--- config.mk ---
export PLATFORM = sky130hd
export DESIGN_NAME = slm_bridge_top
export DESIGN_NICKNAME = d
export VERILOG_FILES = /design/src/hw/slm_bridge_pkg.sv /design/src/hw/uart_rx.sv /design/src/hw/uart_tx.sv /design/src/hw/spi_master.sv /design/src/hw/cmd_pairer.sv /design/src/hw/reply_fifo.sv /design/src/hw/slm_bridge_top.sv
export SDC_FILE = /design/constraint.sdc
export NUM_CORES = 1
export LEC_CHECK = 0
export BUFFER_PORTS_ARGS = -buffer_cell sky130_fd_sc_hd__buf_4
export CORE_ASPECT_RATIO = 1.25
export CORE_MARGIN = 2
export CORE_UTILIZATION = 45
export CTS_BUF_LIST = sky130_fd_sc_hd__clkbuf_8
export DETAILED_ROUTE_END_ITERATION = 10
export GPL_ROUTABILITY_DRIVEN = 1
export SYNTH_ARGS = -nofsm -noshare
export SYNTH_HDL_FRONTEND = slang
export SYNTH_SLANG_ARGS = --single-unit
--- constraint.sdc ---
create_clock -name fpga_clk -period 5.7 [get_ports fpga_clk]
set_clock_uncertainty 0.15 [all_clocks]
set_input_delay 0.285 -clock fpga_clk [delete_from_list [all_inputs] [get_ports fpga_clk]]
set_output_delay 0.285 -clock fpga_clk [all_outputs]
set_load 0.02 [all_outputs]
--- src/hw/slm_bridge_pkg.sv ---
package slm_bridge_pkg;

  //////////////////////////////////////////////////
  // data widths
  //////////////////////////////////////////////////

  // one uart byte, or one spi address or data byte
  typedef logic [7:0] byte_t;
  // address byte in the upper half, data byte in the lower half
  typedef logic [15:0] spi_word_t;

  //////////////////////////////////////////////////
  // timing constants
  //////////////////////////////////////////////////

  // 62.5 MHz / 20 gives 3.125 Mbaud on the host link
  localparam int CLKS_PER_BIT = 20;
  // sck half period in fpga_clk cycles
  localparam int SPI_HALF_PERIOD = 4;
  localparam int SPI_BITS = 16;
  // display reset hold after reset_all_cmd_w drops
  localparam int RESET_HOLD_CYCLES = 10;
  localparam int REPLY_DEPTH = 4;

  // counter and pointer widths derived from the constants above
  localparam int UART_CNT_W = $clog2(CLKS_PER_BIT);
  localparam int SPI_CNT_W = $clog2(SPI_HALF_PERIOD);
  localparam int SPI_BIT_W = $clog2(SPI_BITS);
  localparam int RESET_CNT_W = $clog2(RESET_HOLD_CYCLES + 1);
  localparam int REPLY_PTR_W = $clog2(REPLY_DEPTH);
  localparam int REPLY_CNT_W = $clog2(REPLY_DEPTH + 1);

  // shared by the uart receiver and transmitter
  typedef enum logic [1:0] {UART_IDLE, UART_START, UART_DATA, UART_STOP} uart_state_t;
  typedef enum logic [1:0] {SPI_IDLE, SPI_SHIFT, SPI_DONE} spi_state_t;

endpackage

--- src/hw/uart_rx.sv ---
`timescale 1ns/1ns

module uart_rx (
  input  logic                  fpga_clk,
  input  logic                  reset_all_cmd_w,
  input  logic                  rx_serial_i,
  output logic                  rx_valid_o,
  output slm_bridge_pkg::byte_t rx_byte_o
);
  import slm_bridge_pkg::*;

  // two-flop synchronizer on the async host line
  logic rx_meta_q;
  logic rx_sync_q;

  uart_state_t           state_q;
  logic [UART_CNT_W-1:0] clk_cnt_q;
  logic [2:0]            bit_idx_q;
  byte_t                 shift_q;

  always_ff @(posedge fpga_clk) begin
    if (reset_all_cmd_w) begin
      // line idles high
      rx_meta_q <= 1'b1;
      rx_sync_q <= 1'b1;
    end else begin
      rx_meta_q <= rx_serial_i;
      rx_sync_q <= rx_meta_q;
    end
  end

  //////////////////////////////////////////////////
  // frame fsm
  //////////////////////////////////////////////////

  always_ff @(posedge fpga_clk) begin
    if (reset_all_cmd_w) begin
      state_q    <= UART_IDLE;
      clk_cnt_q  <= '0;
      bit_idx_q  <= '0;
      rx_valid_o <= 1'b0;
    end else begin
      // single cycle strobe
      rx_valid_o <= 1'b0;
      case (state_q)
        UART_IDLE: begin
          clk_cnt_q <= '0;
          bit_idx_q <= '0;
          // falling edge marks a start bit
          if (!rx_sync_q) begin
            state_q <= UART_START;
          end
        end
        UART_START: begin
          // half a bit in, confirm start is still low
          if (clk_cnt_q == UART_CNT_W'((CLKS_PER_BIT - 1) / 2)) begin
            clk_cnt_q <= '0;
            state_q   <= rx_sync_q ? UART_IDLE : UART_DATA;
          end else begin
            clk_cnt_q <= clk_cnt_q + 1'b1;
          end
        end
        UART_DATA: begin
          if (clk_cnt_q == UART_CNT_W'(CLKS_PER_BIT - 1)) begin
            clk_cnt_q <= '0;
            // lsb arrives first, so shift in from the top
            shift_q   <= {rx_sync_q, shift_q[7:1]};
            if (bit_idx_q == 3'd7) begin
              state_q <= UART_STOP;
            end else begin
              bit_idx_q <= bit_idx_q + 1'b1;
            end
          end else begin
            clk_cnt_q <= clk_cnt_q + 1'b1;
          end
        end
        UART_STOP: begin
          if (clk_cnt_q == UART_CNT_W'(CLKS_PER_BIT - 1)) begin
            clk_cnt_q  <= '0;
            // framing error drops the byte silently
            rx_valid_o <= rx_sync_q;
            state_q    <= UART_IDLE;
          end else begin
            clk_cnt_q <= clk_cnt_q + 1'b1;
          end
        end
        default: state_q <= UART_IDLE;
      endcase
    end
  end

  assign rx_byte_o = shift_q;

  // a received byte is announced exactly once
  a_rx_valid_pulse: assert property (@(posedge fpga_clk) disable iff (reset_all_cmd_w)
    rx_valid_o |=> !rx_valid_o)
    else $error("rx_valid_o held for more than one cycle");

endmodule

--- src/hw/uart_tx.sv ---
`timescale 1ns/1ns

module uart_tx (
  input  logic                  fpga_clk,
  input  logic                  reset_all_cmd_w,
  input  logic                  tx_start_i,
  input  slm_bridge_pkg::byte_t tx_byte_i,
  output logic                  tx_serial_o,
  output logic                  tx_active_o
);
  import slm_bridge_pkg::*;

  uart_state_t           state_q;
  logic [UART_CNT_W-1:0] clk_cnt_q;
  logic [2:0]            bit_idx_q;
  // bits still to send, lsb at the bottom
  byte_t                 shift_q;

  always_ff @(posedge fpga_clk) begin
    if (reset_all_cmd_w) begin
      state_q     <= UART_IDLE;
      clk_cnt_q   <= '0;
      bit_idx_q   <= '0;
      tx_serial_o <= 1'b1;
      tx_active_o <= 1'b0;
    end else begin
      case (state_q)
        UART_IDLE: begin
          tx_serial_o <= 1'b1;
          clk_cnt_q   <= '0;
          bit_idx_q   <= '0;
          if (tx_start_i) begin
            // start bit goes out on the next cycle
            shift_q     <= tx_byte_i;
            tx_serial_o <= 1'b0;
            tx_active_o <= 1'b1;
            state_q     <= UART_START;
          end
        end
        UART_START: begin
          if (clk_cnt_q == UART_CNT_W'(CLKS_PER_BIT - 1)) begin
            clk_cnt_q   <= '0;
            tx_serial_o <= shift_q[0];
            state_q     <= UART_DATA;
          end else begin
            clk_cnt_q <= clk_cnt_q + 1'b1;
          end
        end
        UART_DATA: begin
          if (clk_cnt_q == UART_CNT_W'(CLKS_PER_BIT - 1)) begin
            clk_cnt_q <= '0;
            if (bit_idx_q == 3'd7) begin
              // stop bit
              tx_serial_o <= 1'b1;
              state_q     <= UART_STOP;
            end else begin
              bit_idx_q   <= bit_idx_q + 1'b1;
              shift_q     <= {1'b0, shift_q[7:1]};
              tx_serial_o <= shift_q[1];
            end
          end else begin
            clk_cnt_q <= clk_cnt_q + 1'b1;
          end
        end
        UART_STOP: begin
          // active stays up for the whole stop bit
          if (clk_cnt_q == UART_CNT_W'(CLKS_PER_BIT - 1)) begin
            clk_cnt_q   <= '0;
            tx_active_o <= 1'b0;
            state_q     <= UART_IDLE;
          end else begin
            clk_cnt_q <= clk_cnt_q + 1'b1;
          end
        end
        default: state_q <= UART_IDLE;
      endcase
    end
  end

  // the reply fifo must wait for the line to go idle
  a_tx_no_overlap: assert property (@(posedge fpga_clk) disable iff (reset_all_cmd_w)
    tx_start_i |-> !tx_active_o)
    else $error("tx_start_i arrived while the transmitter was busy");

endmodule

--- src/hw/spi_master.sv ---
`timescale 1ns/1ns

module spi_master (
  input  logic                      fpga_clk,
  input  logic                      reset_all_cmd_w,
  input  logic                      spi_start_i,
  input  slm_bridge_pkg::spi_word_t spi_word_i,
  input  logic                      spi_miso_i,
  output logic                      spi_sen_o,
  output logic                      spi_sck_o,
  output logic                      spi_mosi_o,
  output logic                      reply_valid_o,
  output slm_bridge_pkg::byte_t     reply_byte_o
);
  import slm_bridge_pkg::*;

  spi_state_t           state_q;
  logic [SPI_CNT_W-1:0] half_cnt_q;
  logic [SPI_BIT_W-1:0] bit_cnt_q;
  // outgoing word, msb first
  spi_word_t            tx_shift_q;
  // only the last eight sampled bits are kept
  byte_t                rx_shift_q;

  //////////////////////////////////////////////////
  // mode 0 transfer engine
  //////////////////////////////////////////////////

  always_ff @(posedge fpga_clk) begin
    if (reset_all_cmd_w) begin
      state_q    <= SPI_IDLE;
      half_cnt_q <= '0;
      bit_cnt_q  <= '0;
      spi_sen_o  <= 1'b1;
      spi_sck_o  <= 1'b0;
      spi_mosi_o <= 1'b0;
    end else begin
      case (state_q)
        SPI_IDLE: begin
          half_cnt_q <= '0;
          bit_cnt_q  <= '0;
          if (spi_start_i) begin
            // chip select drops with the first bit already on sdat
            tx_shift_q <= spi_word_i;
            spi_mosi_o <= spi_word_i[SPI_BITS-1];
            spi_sen_o  <= 1'b0;
            state_q    <= SPI_SHIFT;
          end
        end
        SPI_SHIFT: begin
          if (half_cnt_q == SPI_CNT_W'(SPI_HALF_PERIOD - 1)) begin
            half_cnt_q <= '0;
            if (!spi_sck_o) begin
              // rising sck, sample miso
              spi_sck_o  <= 1'b1;
              rx_shift_q <= {rx_shift_q[6:0], spi_miso_i};
            end else if (bit_cnt_q == SPI_BIT_W'(SPI_BITS - 1)) begin
              // end of the last high phase
              spi_sck_o  <= 1'b0;
              spi_sen_o  <= 1'b1;
              spi_mosi_o <= 1'b0;
              state_q    <= SPI_DONE;
            end else begin
              // falling sck, next bit onto sdat
              spi_sck_o  <= 1'b0;
              bit_cnt_q  <= bit_cnt_q + 1'b1;
              tx_shift_q <= {tx_shift_q[SPI_BITS-2:0], 1'b0};
              spi_mosi_o <= tx_shift_q[SPI_BITS-2];
            end
          end else begin
            half_cnt_q <= half_cnt_q + 1'b1;
          end
        end
        // one cycle for the reply strobe
        SPI_DONE: state_q <= SPI_IDLE;
        default: state_q <= SPI_IDLE;
      endcase
    end
  end

  // reply valid in the same cycle sen goes back high
  assign reply_valid_o = (state_q == SPI_DONE);
  assign reply_byte_o  = rx_shift_q;

  // the pairer cannot issue back to back frames
  a_start_when_idle: assert property (@(posedge fpga_clk) disable iff (reset_all_cmd_w)
    spi_start_i |-> state_q == SPI_IDLE)
    else $error("spi_start_i arrived while a transfer was running");

  a_sck_idle_low: assert property (@(posedge fpga_clk) disable iff (reset_all_cmd_w)
    spi_sen_o |-> !spi_sck_o)
    else $error("sck toggled with sen deasserted");

endmodule

--- src/hw/cmd_pairer.sv ---
`timescale 1ns/1ns

module cmd_pairer (
  input  logic                      fpga_clk,
  input  logic                      reset_all_cmd_w,
  input  logic                      rx_valid_i,
  input  slm_bridge_pkg::byte_t     rx_byte_i,
  output logic                      spi_start_o,
  output slm_bridge_pkg::spi_word_t spi_word_o
);
  import slm_bridge_pkg::*;

  // older byte on top, newest byte at the bottom
  spi_word_t pair_q;
  // high once the address half of a pair is in
  logic      addr_seen_q;

  //////////////////////////////////////////////////
  // byte holding register
  //////////////////////////////////////////////////

  always_ff @(posedge fpga_clk) begin
    if (rx_valid_i) begin
      pair_q <= {pair_q[7:0], rx_byte_i};
    end
  end

  //////////////////////////////////////////////////
  // odd/even tracking and frame trigger
  //////////////////////////////////////////////////

  always_ff @(posedge fpga_clk) begin
    if (reset_all_cmd_w) begin
      // first byte after reset is an address
      addr_seen_q <= 1'b0;
      spi_start_o <= 1'b0;
    end else begin
      spi_start_o <= 1'b0;
      if (rx_valid_i) begin
        addr_seen_q <= !addr_seen_q;
        // data byte completes the pair
        if (addr_seen_q) begin
          spi_start_o <= 1'b1;
        end
      end
    end
  end

  // pair_q already holds address over data when the start goes out
  assign spi_word_o = pair_q;

endmodule

--- src/hw/reply_fifo.sv ---
`timescale 1ns/1ns

module reply_fifo (
  input  logic                  fpga_clk,
  input  logic                  reset_all_cmd_w,
  input  logic                  wr_valid_i,
  input  slm_bridge_pkg::byte_t wr_byte_i,
  input  logic                  tx_active_i,
  output logic                  tx_start_o,
  output slm_bridge_pkg::byte_t tx_byte_o
);
  import slm_bridge_pkg::*;

  byte_t                  mem_q [REPLY_DEPTH];
  logic [REPLY_PTR_W-1:0] wr_ptr_q;
  logic [REPLY_PTR_W-1:0] rd_ptr_q;
  logic [REPLY_CNT_W-1:0] count_q;
  logic                   rd_strobe_q;
  logic                   fifo_full;
  logic                   fifo_empty;
  logic                   wr_en;

  assign fifo_full  = (count_q == REPLY_CNT_W'(REPLY_DEPTH));
  assign fifo_empty = (count_q == '0);
  // replies that find the buffer full are lost
  assign wr_en      = wr_valid_i && !fifo_full;

  // storage and head register
  always_ff @(posedge fpga_clk) begin
    if (wr_en) begin
      mem_q[wr_ptr_q] <= wr_byte_i;
    end
    if (rd_strobe_q) begin
      tx_byte_o <= mem_q[rd_ptr_q];
    end
  end

  //////////////////////////////////////////////////
  // pointers and drain sequencer
  //////////////////////////////////////////////////

  always_ff @(posedge fpga_clk) begin
    if (reset_all_cmd_w) begin
      wr_ptr_q    <= '0;
      rd_ptr_q    <= '0;
      count_q     <= '0;
      rd_strobe_q <= 1'b0;
      tx_start_o  <= 1'b0;
    end else begin
      // hold off until tx_active_i reflects the byte just started
      rd_strobe_q <= !fifo_empty && !tx_active_i && !rd_strobe_q && !tx_start_o;
      tx_start_o  <= rd_strobe_q;
      if (wr_en) begin
        wr_ptr_q <= wr_ptr_q + 1'b1;
      end
      if (rd_strobe_q) begin
        rd_ptr_q <= rd_ptr_q + 1'b1;
      end
      case ({wr_en, rd_strobe_q})
        2'b10:   count_q <= count_q + 1'b1;
        2'b01:   count_q <= count_q - 1'b1;
        default: count_q <= count_q;
      endcase
    end
  end

  a_count_bound: assert property (@(posedge fpga_clk) disable iff (reset_all_cmd_w)
    count_q <= REPLY_CNT_W'(REPLY_DEPTH))
    else $error("reply fifo count above its depth");

endmodule

--- src/hw/slm_bridge_top.sv ---
`timescale 1ns/1ns

module slm_bridge_top (
  input  logic fpga_clk,
  input  logic reset_all_cmd_w,
  input  logic uart_rx_i,
  output logic uart_tx_o,
  input  logic spi_sout_i,
  output logic spi_sen_o,
  output logic spi_sck_o,
  output logic spi_sdat_o,
  output logic slm_reset_n_o
);
  import slm_bridge_pkg::*;

  logic      rx_valid;
  byte_t     rx_byte;
  logic      spi_start;
  spi_word_t spi_word;
  logic      reply_valid;
  byte_t     reply_byte;
  logic      tx_start;
  byte_t     tx_byte;
  logic      tx_active;

  logic [RESET_CNT_W-1:0] hold_cnt_q;

  //////////////////////////////////////////////////
  // display reset stretcher
  //////////////////////////////////////////////////

  always_ff @(posedge fpga_clk) begin
    if (reset_all_cmd_w) begin
      // reload for the whole time reset is asserted
      hold_cnt_q    <= RESET_CNT_W'(RESET_HOLD_CYCLES);
      slm_reset_n_o <= 1'b0;
    end else begin
      // display leaves reset once the count runs out
      slm_reset_n_o <= (hold_cnt_q == '0);
      if (hold_cnt_q != '0) begin
        hold_cnt_q <= hold_cnt_q - 1'b1;
      end
    end
  end

  //////////////////////////////////////////////////
  // command path, host -> spi -> host
  //////////////////////////////////////////////////

  uart_rx u_uart_rx (
    .fpga_clk        (fpga_clk),
    .reset_all_cmd_w (reset_all_cmd_w),
    .rx_serial_i     (uart_rx_i),
    .rx_valid_o      (rx_valid),
    .rx_byte_o       (rx_byte)
  );

  // address byte then data byte
  cmd_pairer u_cmd_pairer (
    .fpga_clk        (fpga_clk),
    .reset_all_cmd_w (reset_all_cmd_w),
    .rx_valid_i      (rx_valid),
    .rx_byte_i       (rx_byte),
    .spi_start_o     (spi_start),
    .spi_word_o      (spi_word)
  );

  spi_master u_spi_master (
    .fpga_clk        (fpga_clk),
    .reset_all_cmd_w (reset_all_cmd_w),
    .spi_start_i     (spi_start),
    .spi_word_i      (spi_word),
    .spi_miso_i      (spi_sout_i),
    .spi_sen_o       (spi_sen_o),
    .spi_sck_o       (spi_sck_o),
    .spi_mosi_o      (spi_sdat_o),
    .reply_valid_o   (reply_valid),
    .reply_byte_o    (reply_byte)
  );

  reply_fifo u_reply_fifo (
    .fpga_clk        (fpga_clk),
    .reset_all_cmd_w (reset_all_cmd_w),
    .wr_valid_i      (reply_valid),
    .wr_byte_i       (reply_byte),
    .tx_active_i     (tx_active),
    .tx_start_o      (tx_start),
    .tx_byte_o       (tx_byte)
  );

  uart_tx u_uart_tx (
    .fpga_clk        (fpga_clk),
    .reset_all_cmd_w (reset_all_cmd_w),
    .tx_start_i      (tx_start),
    .tx_byte_i       (tx_byte),
    .tx_serial_o     (uart_tx_o),
    .tx_active_o     (tx_active)
  );

endmodule

Word level (Yosys, flattened, before mapping) --
Memory sizes are Yosys's and may differ from the RTL's. A register that Yosys moved wholly into a read port is not among the register bits. Index checks and enable logic that the tools add are counted.
Operators by class: equal/unequal tests 35, bitwise logic cells 5, reduce and logical (&&, ||, !) cells 41, add/subtract/negate cells 11, muxes and demuxes 67
Operator list (count):
- two-way mux 15 bit | 4
- two-way mux 2 bit | 16
- case mux 15 bit (2 select lines) | 1
- two-way mux 8 bit | 3
- inequality test 2 x 1 -> 1 bit (second input constant) | 11
- AND reduction 5 bit | 4
- two-way mux 1 bit | 18
- case mux 3 bit (2 select lines) | 3
- case mux 2 bit (4 select lines) | 2
- case mux 8 bit (2 select lines) | 1
- AND reduction 4 bit | 4
- two-way mux 5 bit | 3
- case mux 5 bit (3 select lines) | 1
- AND reduction 3 bit | 5
- equality test 2 bit (second input constant) | 7
- two-way mux 3 bit | 4
- two-way mux 4 bit | 3
- inequality test 2 bit (second input constant) | 6
- adder 5 x 1 -> 5 bit (second input constant) | 2
- equality test 5 bit (second input constant) | 2
- case mux 5 bit (2 select lines) | 1
- nonzero test 2 bit | 5
- adder 3 x 1 -> 3 bit (second input constant) | 3
- equality test 3 bit (second input constant) | 3
- other kinds (23) | 47
Storage, ports and cells: memories 1, output and inout bits 5, bits in registers 107, logic and storage cells 191, RAM bits 32
Memories:
- u_reply_fifo.mem_q | depth 4, width 8, rd ports 1, clocked after Yosys merged registers in 1, write ports 1, RTL line reply_fifo.sv:14 | byte_t mem_q [REPLY_DEPTH];

Depth between registers and ports, before layout --
Gate-level depths: netlist of run 1.
word-level depth 5, mapped depth 9, mapped depth without buffers 9

By module --
A second synthesis of run 1 with hierarchy kept.
Unflattened totals: cells, all modules 434, area total of the unflattened synthesis 5940.7 sq um
Modules (own cells, without submodules):
- reply_fifo | times used 1, cells each 101, area each 1883.1 sq um
- spi_master | times used 1, cells each 139, area each 1463.9 sq um
- uart_tx | times used 1, cells each 87, area each 1002.2 sq um
- uart_rx | times used 1, cells each 62, area each 819.5 sq um
- cmd_pairer | times used 1, cells each 22, area each 540.5 sq um
- slm_bridge_top | times used 1, cells each 23, area each 231.5 sq um

Worst setup path before layout of run 1 --
No wires, ideal clock.
kind flip-flop to flip-flop, from register u_spi_master.half_cnt_q[0], to register u_spi_master.tx_shift_q[0] (enable), period minus slack after synthesis 2.708 ns, path slack 2.992 ns, data arrival time 2.147 ns, setup time 0.411 ns, path buffers 0, cell stages (with the launch flop) 6, cells stage by stage dfxtp_1 ha_1 nand3_1 a21oi_1 inv_1 a211oi_1
On the way: cells in the longest elaborated chain, start to end 3
RTL lines:
- start, declared | RTL line spi_master.sv:18 | logic [SPI_CNT_W-1:0] half_cnt_q;
- start signal, assigned | RTL line spi_master.sv:71 | half_cnt_q <= half_cnt_q + 1'b1;
- equality test 2 bit | RTL line spi_master.sv:51 | if (half_cnt_q == SPI_CNT_W'(SPI_HALF_PERIOD - 1)) begin
- inequality test 2 x 1 -> 1 bit (no source line)
- AND reduction 6 bit (no source line)
- end signal, assigned | RTL line spi_master.sv:44 | tx_shift_q <= spi_word_i;
- end signal, assigned | RTL line spi_master.sv:67 | tx_shift_q <= {tx_shift_q[SPI_BITS-2:0], 1'b0};
- end, declared | RTL line spi_master.sv:21 | spi_word_t tx_shift_q;
No other way between the ends. A chain may end at the register's enable or synchronous reset.

Worst setup path after layout of run 1 --
from register u_uart_tx.state_q[0], to register u_uart_tx.shift_q[0] (enable)
On the way: cells in the longest elaborated chain, start to end 3, elaborated cells between the ends (all ways) 7, those cells by class eq/ne: 4; reduce/logical: 3
RTL lines:
- start, declared | RTL line uart_tx.sv:13 | uart_state_t state_q;
- start signal, assigned | RTL line uart_tx.sv:21 | state_q <= UART_IDLE;
- start signal, assigned | RTL line uart_tx.sv:37 | state_q <= UART_START;
- start signal, assigned | RTL line uart_tx.sv:44 | state_q <= UART_DATA;
- equality test 2 bit or zero test 2 bit (tied branches) | RTL line uart_tx.sv:27 | case (state_q)
- inequality test 2 bit (no source line) (tied with other cells)
- AND reduction 5 bit (no source line) *
- end signal, assigned | RTL line uart_tx.sv:34 | shift_q <= tx_byte_i;
- end signal, assigned | RTL line uart_tx.sv:58 | shift_q <= {1'b0, shift_q[7:1]};
- end, declared | RTL line uart_tx.sv:17 | byte_t shift_q;
Mark *: on every way between the ends. The rest lies on a longest branch, timed or not.

==> key figures, run 1 <==
Global routing
  – Largest net degree at the start of global routing: 49
  – First-pass GRT wire length: 14.90 mm
  – Vias in the first global route: 3185
  – Antenna violations before repair: 0
  – Total GRT Usage: 0.1396
  – Overflow after GRT: 0

Worst setup path
  – Crit path max fanout: 14
  – CP cell instances: inv_1, ha_1, nand3b_1, a211oi_1
  – Crit path DAT: 2630 ps
  – CP endpoint kind: flip-flop
  – Slowest-stage cell, CP: a211oi_1
  – CP required: 5600 ps
  – Crit Path Class: flip-flop to flip-flop
  – Crit start category: flip-flop
  – Max incr delay on CP: 990 ps

Cells and area
  – Final instance area: 0.006514 sq mm
  – Most common cell after layout, fill and taps aside: edfxtp_1
  – Area occupied by multi-input gates: 0.001788 sq mm
  – Most frequent cells in the layout: edfxtp_1 (95), nand2_1 (57), dfxtp_1 (52), nor2_1 (39), ha_1 (19)
  – Filler instances: 1100
  – Ant diodes: 0
  – Register Area: 0.003894 sq mm
  – Fraction of layout cells with a size suffix above 1: 0.1493
  – Final #Nets: 480
  – Area Growth Syn to Fin: 12.25%

Power and ir drop
  – Leak Pwr: 2.235 nW
  – Final total power: 0.002143 W
  – Sequential share of power: 0.536
  – Switch share: 0.2090
  – Clk network pwr share: 0.428
  – Pint: 0.001695 W
  – Comb pwr share: 0.036
  – Switch Pwr: 0.0004478 W
  – Power Density: 329.0 mW/mm^2
  – Worst IR Drop VDD: 0.1619 mV

Floorplanning
  – Std cell rows: 46
  – Chip Height: 131.0 um
  – Io pins: 9
  – Die area: 0.01383 sq mm
  – Core area: 0.01266 sq mm
  – Initial core utilization: 0.4583
  – DIE WIDTH: 105.6 um

Route
  – Detailed router's first-iteration violation count: 109
  – Post-DRT Antenna Nets: 0
  – DRC errors left: 0
  – WL/cell: 13.82 um
  – DRT Pass-1 Iters: 4
  – Final wirelength: 8.801 mm
  – Vias: 3245
  – DR vias/cell: 5.094

Synth
  – Share of the synthesized area in the top cell type: 0.4916
  – Synth warn: 0
  – Post-Synthesis Cell Area: 0.005803 sq mm
  – Post-synth EDFFs: 95
  – Post-synthesis net count: 466
  – Syn Area/Cell: 13.13 sq um
  – Library cells used by synthesis: 51
  – XOR/XNOR Fraction of Synth Area: 0.02113
  – FFs w/ async S/R, synth: 0
  – Largest family of logic cells by synthesized area: simple AND/OR/NAND/NOR gates
  – Post-Synth Simple-Gate Area: 0.1315
  – Main synth FF type: edfxtp_1
  – Area leader, netlist: edfxtp_1
  – Yosys reg bits: 147
  – Post-Synth Adder-Cell Area: 0.04442
  – Synth Instances: 442
  – Sequential area share after synthesis: 0.6710
  – Compound-Gate Fraction of Synth Area: 0.05757
  – Mux cell area share after synthesis: 0.05153
  – Top post-synthesis cells by area: edfxtp_1 (49%), dfxtp_1 (18%), ha_1 (4.1%)

Clocking
  – H-tree depth: 4
  – CTS sink count: 147
  – CTS tree: yes
  – Max Buffers Root-to-Sink: 2
  – CTS Root Cell: clkbuf_8
  – CTS Buf Count: 17
  – Cts repair resizes: 0
  – CTS clk-pin slew, worst paths: 80 ps
  – Worst skew pair latency: 440 ps

Hold path
  – Worst Hold Class: input pin to flip-flop

STA
  – Post-layout min period: 2726 ps
  – Final setup fails: 0
  – RSZ-0062 raised after global routing: false
  – Share of the clock period used by the worst path: 0.4783
  – Fmax: 0.3668 GHz
  – Setup ws final: 2974 ps
  – Max-slew violation count: 0
  – TNS Setup: 0 ps
  – Slew at the pin with the worst max-slew slack: 1178 ps
  – Rel. slew slack: 0.2102
  – Hold Vio Cnt, Final: 0

Run
  – Total of max-cap violations: 0

Place
  – Final GP Congestion: 0.7222
  – Hpwl dp: 5.737 mm
  – Place WS: 2944 ps
  – IO Port Bufs: 8
  – DP Area: 0.006031 sq mm

Run status
  – Outcome: complete, no violations
==> synth_stat cells (2+ instances only) <==
cell	count
a211o_1	2
a211oi_1	5
a21oi_1	15
a221oi_1	2
a22oi_1	2
and2_1	7
buf_1	3
buf_2	4
clkbuf_1	10
dfxtp_1	52
edfxtp_1	95
ha_1	19
inv_1	17
mux2_2	7
mux2i_1	4
mux4_2	8
nand2_1	57
nand2b_1	8
nand3_1	9
nand3b_1	2
nor2_1	39
nor2b_1	4
nor3_1	5
nor4_1	4
nor4b_1	2
o21ai_0	12
o31ai_1	2
or2_2	5
or3_1	5
or3b_2	2
or4_1	2
xnor2_1	6
xor2_1	8
==> per-layer routing <==
layer,up-vias,part of all wire,track usage
li1,1609,-,-
met1,1584,0.46,0.1761
met2,42,0.49,0.2197
met3,10,0.037,0.04712
met4,0,0.014,0.06424
met5,-,0,0
==> state kept, by name, indices dropped and copies added, names as in the netlist, 8 cells and up, named ones only <==
signal,cells
u_uart_rx.rx_byte_o,8
u_uart_tx.shift_q,8
u_spi_master.reply_byte_o,8
u_reply_fifo.tx_byte_o,8
u_reply_fifo.mem_q,32
u_cmd_pairer.spi_word_o,16
u_spi_master.tx_shift_q,15
==> critical path: cells and delay by family (launching register included) <==
kind / cells / cell delay, ps
buf+inv: 1 / 100
simple gates: 1 / 280
fa+ha+maj: 1 / 490
compound gates: 1 / 990
flops: 1 / 330
==> power groups by stage <==
| stage | logic (W) | clock network (W) | registers [W] |
|---|---|---|---|
| 3_3_place_gp | 0.0000727 | 0 | 0.00117 |
| 5_1_grt | 0.0000892 | 0.000992 | 0.00115 |
| 6_report | 0.0000769 | 0.000916 | 0.00115 |
| 3_5_place_dp | 0.0000756 | 0 | 0.00117 |
| 4_1_cts | 0.0000771 | 0.000943 | 0.00115 |
| 2_1_floorplan | 0.0000568 | 0 | 0.00117 |
==> path summary, 6_finish.rpt <==
kind	startpoint	slack, ps	cells after the start	end
min	reset_all_cmd_w	150	2	u_uart_tx.bit_idx_q[2]$_SDFFE_PP0P_
max reg2reg	u_uart_tx.state_q[0]$_SDFFE_PP0P_	2970	4	u_uart_tx.shift_q[0]$_DFFE_PP_
min reg2reg	u_uart_rx.rx_meta_q$_SDFF_PP1_	270	1	u_uart_rx.rx_sync_q$_SDFF_PP1_
max	u_uart_tx.state_q[0]$_SDFFE_PP0P_	2970	4	u_uart_tx.shift_q[0]$_DFFE_PP_
==> final cells by class <==
cell class / instances / area share
well taps: 168 / 0.03227
flip-flops and latches: 147 / 0.5978
clock buffers: 17 / 0.03592
clock inverters: 15 / 0.03515
inverters: 17 / 0.009796
multi-input cells: 261 / 0.2745
repair buffers: 12 / 0.01460
==> cell families after synthesis <==
group	count (synthesis)
AOI/OAI and AO/OA	50
xor gates and xnor gates	14
adders and majority gates	20
buffers and inverters	34
DFF	147
muxes	19
and+or+nand+nor	158
==> per-stage QoR <==
stage,utilization,hold slack (ps),instances
finish,0.5144,148.5,637
global route,0.5144,134.7,637
CTS,0.5144,120.3,637
detailed placement,0.4763,247.9,603
global placement,0.4763,243.0,603
floorplan,-,233.9,442
==> repair_timing <==
| action | CTS | global route |
|---|---|---|
| hold buffers | 2 | 0 |
| hold endpoints to repair | 2 | 0 |
| endpoints found under the setup margin | 0 | 0 |
| setup buffers | 0 | 0 |
Power figures use the tool's default switching activity.
==> run 2, diff against run 1 <==
ABC_AREA = 1   (was unset)
clock period = 2.38 ns   (was 5.7 ns; I/O delays follow)
==> run 2 against run 1 <==
Clock power rose by 100%. Count of clock-buffer cells in the layout did not move. Synthesized cell count rose by 20%. Sequential cell count did not move. Area after synthesis fell by 0.28%. Via count rose by 14%. Cell count rose by 17%. Combinational power rose to 6.4 times the previous value. Utilization rose by 0.29 points. Highest routed layer unchanged.
==> key figures, run 2 <==
Clocking
  – CTS Buf Count: 17 (unchanged)
  – Post-CTS Hold Fix Bufs: 3 (+1)
  – CTS sink count: 147 (unchanged)
  – Cts repair resizes: 0 (unchanged)
  – CTS Root Cell: clkbuf_8
  – CTS clk-pin slew, worst paths: 90 ps (about the same)
  – Worst skew pair latency: 430 ps (about the same)
  – Max Buffers Root-to-Sink: 2 (unchanged)
  – Post-CTS Setup Bufs: 0 (unchanged)
  – CTS tree: yes
  – H-tree depth: 4 (unchanged)

Power and ir drop
  – Pint: 0.003821 W (+130%)
  – Clk network pwr share: 0.355 (-0.073)
  – Switch Pwr: 0.001368 W (+210%)
  – Worst IR Drop VDD: 0.3669 mV (+130%)
  – Power Density: 795.8 mW/mm^2 (+140%)
  – Sequential share of power: 0.549 (+0.013)
  – Leak Pwr: 2.454 nW (+9.8%)
  – Comb pwr share: 0.096 (+0.060)
  – Switch share: 0.2637 (+0.05472)

Floorplanning
  – Core area: 0.01260 sq mm (-0.45%)
  – Io pins: 9 (unchanged)
  – Die area: 0.01379 sq mm (-0.27%)
  – Std cell rows: 46 (unchanged)
  – DIE WIDTH: 105.4 um (-0.13%)
  – Chip Height: 130.8 um (-0.14%)
  – Initial core utilization: 0.4591 (+0.0008022)

Global routing
  – Total GRT Usage: 0.1482 (+0.008582)
  – Overflow after GRT: 0 (unchanged)
  – First-pass GRT wire length: 16.05 mm (+7.7%)
  – Antenna violations before repair: 0 (unchanged)
  – Largest net degree at the start of global routing: 27 (-45%)
  – Vias in the first global route: 3570 (+12%)

Synth
  – Post-synth EDFFs: 95 (unchanged)
  – Top post-synthesis cells by count: nand2_1 (112), edfxtp_1 (95), nor2_1 (56)
  – Syn Area/Cell: 10.88 sq um (-17%)
  – Share of the synthesized area in the top cell type: 0.4930 (+0.001382)
  – Library cells used by synthesis: 31 (-39%)
  – Main synth FF type: edfxtp_1
  – Post-synthesis net count: 556 (+19%)
  – FFs w/ async S/R, synth: 0 (unchanged)
  – Yosys reg bits: 147 (unchanged)
  – Sequential area share after synthesis: 0.6729 (+0.001886)
  – Synth Instances: 532 (+20%)
  – Synth warn: 0 (unchanged)
  – Area leader, netlist: edfxtp_1
  – Top post-synthesis cells by area: edfxtp_1 (49%), dfxtp_1 (18%), nand2_1 (7.3%)
  – Top-count cell post-synth: nand2_1
  – Post-Synthesis Cell Area: 0.005787 sq mm (-0.28%)

Cells and area
  – Most frequent cells in the layout: nand2_1 (112), edfxtp_1 (95), nor2_1 (56), dfxtp_1 (52), inv_1 (47)
  – Area occupied by multi-input gates: 0.001650 sq mm (-7.7%)
  – Final instance area: 0.006521 sq mm (+0.12%)
  – Fin util: 0.5174 (+0.002944)
  – Filler instances: 1095 (-0.45%)
  – Fraction of layout cells with a size suffix above 1: 0.1111 (-0.03814)
  – Register Area: 0.003894 sq mm (unchanged)
  – Most common cell after layout, fill and taps aside: nand2_1
  – Reg with most FFs: u_reply_fifo.mem_q
  – Ant diodes: 0 (unchanged)
  – Max FFs per register: 32 (unchanged)
  – Final #Nets: 587 (+22%)
  – Area Growth Syn to Fin: 12.69%

Route
  – Final wirelength: 9.412 mm (+6.9%)
  – DR vias/cell: 4.968 (-2.5%)
  – DRT Pass-1 Iters: 4 (unchanged)
  – Detailed router's first-iteration violation count: 193 (+77%)
  – DRC errors left: 0 (unchanged)
  – Vias: 3696 (+14%)
  – WL/cell: 12.65 um (-8.4%)
  – Post-DRT Antenna Nets: 0 (unchanged)

Worst setup path
  – Crit Path Class: flip-flop to flip-flop
  – Number of buffers and inverters on the critical path: 2 (+1)
  – CP endpoint kind: flip-flop
  – CP cell instances: inv_1, a31oi_1, nand2_1, ha_1, inv_1, fa_1, a21oi_1, o21ai_0, o21ai_0, a21oi_1
  – Crit path DAT: 2260 ps (-370 ps)
  – Crit start category: flip-flop
  – Crit path max fanout: 9 (-5)
  – CP required: 2540 ps (-3060 ps)
  – Crit-path leading delay family: compound AO/OA/AOI/OAI gates
  – Max incr delay on CP: 370 ps (-620 ps)
  – Slowest-stage cell, CP: fa_1

STA
  – Slew at the pin with the worst max-slew slack: 704.6 ps (-473.0 ps)
  – Max-slew violation count: 0 (unchanged)
  – Setup ws final: 279.7 ps (-2694 ps)
  – Post-layout min period: 2100 ps (-625.9 ps)
  – Rel. slew slack: 0.5296 (+0.3194)
  – Share of the clock period used by the worst path: 0.8825 (+0.4042)
  – Final setup fails: 0 (unchanged)
  – Hold slack: 244.7 ps (+96.21 ps)
  – RSZ-0062 raised after global routing: false
  – TNS Setup: 0 ps (unchanged)
  – Hold Vio Cnt, Final: 0 (unchanged)
  – Fmax: 0.4761 GHz (+30%)

Run
  – Total of max-cap violations: 0 (unchanged)

Place
  – Final GP Congestion: 0.8025 (+11%)
  – Place WS: 296.1 ps (-2648 ps)
  – DP Area: 0.006106 sq mm (+1.2%)
  – IO Port Bufs: 8 (unchanged)
  – Hpwl dp: 6.427 mm (+12%)

Hold path
  – Worst Hold Class: input pin to flip-flop

Run status
  – Outcome: complete, no violations
==> run 2: layer usage <==
layer	routed length, um	up-vias	track usage
met1	4307	1760	0.1760
met3	301	10	0.04167
met2	4678	54	0.2562
met4	124	0	0.05882
met5	0	-	0
li1	-	1872	-
==> run 2: power by group through the flow <==
stage          registers [W]  logic [W]  clock network, W
3_3_place_gp         0.00290   0.000479                 0
2_1_floorplan        0.00291   0.000357                 0
3_5_place_dp         0.00291   0.000493                 0
5_1_grt              0.00286   0.000566           0.00199
4_1_cts              0.00285   0.000501           0.00189
6_report             0.00285   0.000496           0.00184
==> run 2: cells by family (layout without fill, tap and decap cells) <==
group,after synthesis,count (layout),share of synthesized area
AO/OA/AOI/OAI,82,82,0.07762
XOR/XNOR,4,4,0.006055
buffers and inverters,63,107,0.04281
flip-flops,147,147,0.6729
adder cells (fa/ha/maj),20,20,0.04454
AND/OR/NAND/NOR,216,216,0.1561
==> run 2: layout make-up <==
cell class | instances | area share
timing repair buffer | 24 | 0.02878
multi-input combinational | 322 | 0.2531
tap | 168 | 0.03223
clock inverter | 15 | 0.02322
sequential | 147 | 0.5971
inverter | 51 | 0.02974
clock buffer | 17 | 0.03588
==> run 2: final timing paths <==
check | endpoint | depth (start not counted) | slack [ps] | startpoint
worst max-delay path | u_reply_fifo.count_q[2]$_SDFFE_PP0P_ | 10 | 280 | u_reply_fifo.count_q[0]$_SDFFE_PP0P_
worst min-delay path | u_spi_master.reply_byte_o[0]$_DFFE_PP_ | 2 | 240 | spi_sout_i
worst max register to register | u_reply_fifo.count_q[2]$_SDFFE_PP0P_ | 10 | 280 | u_reply_fifo.count_q[0]$_SDFFE_PP0P_
worst min register to register | u_cmd_pairer.spi_word_o[0]$_DFFE_PP_ | 0 | 270 | u_uart_rx.rx_byte_o[0]$_DFFE_PP_
==> run 2: metrics by stage <==
stage               instances  power (W)
finish                    744   0.005189
global route              744   0.005417
CTS                       744   0.005241
detailed placement        709   0.003403
global placement          709   0.003383
floorplan                 532   0.003269
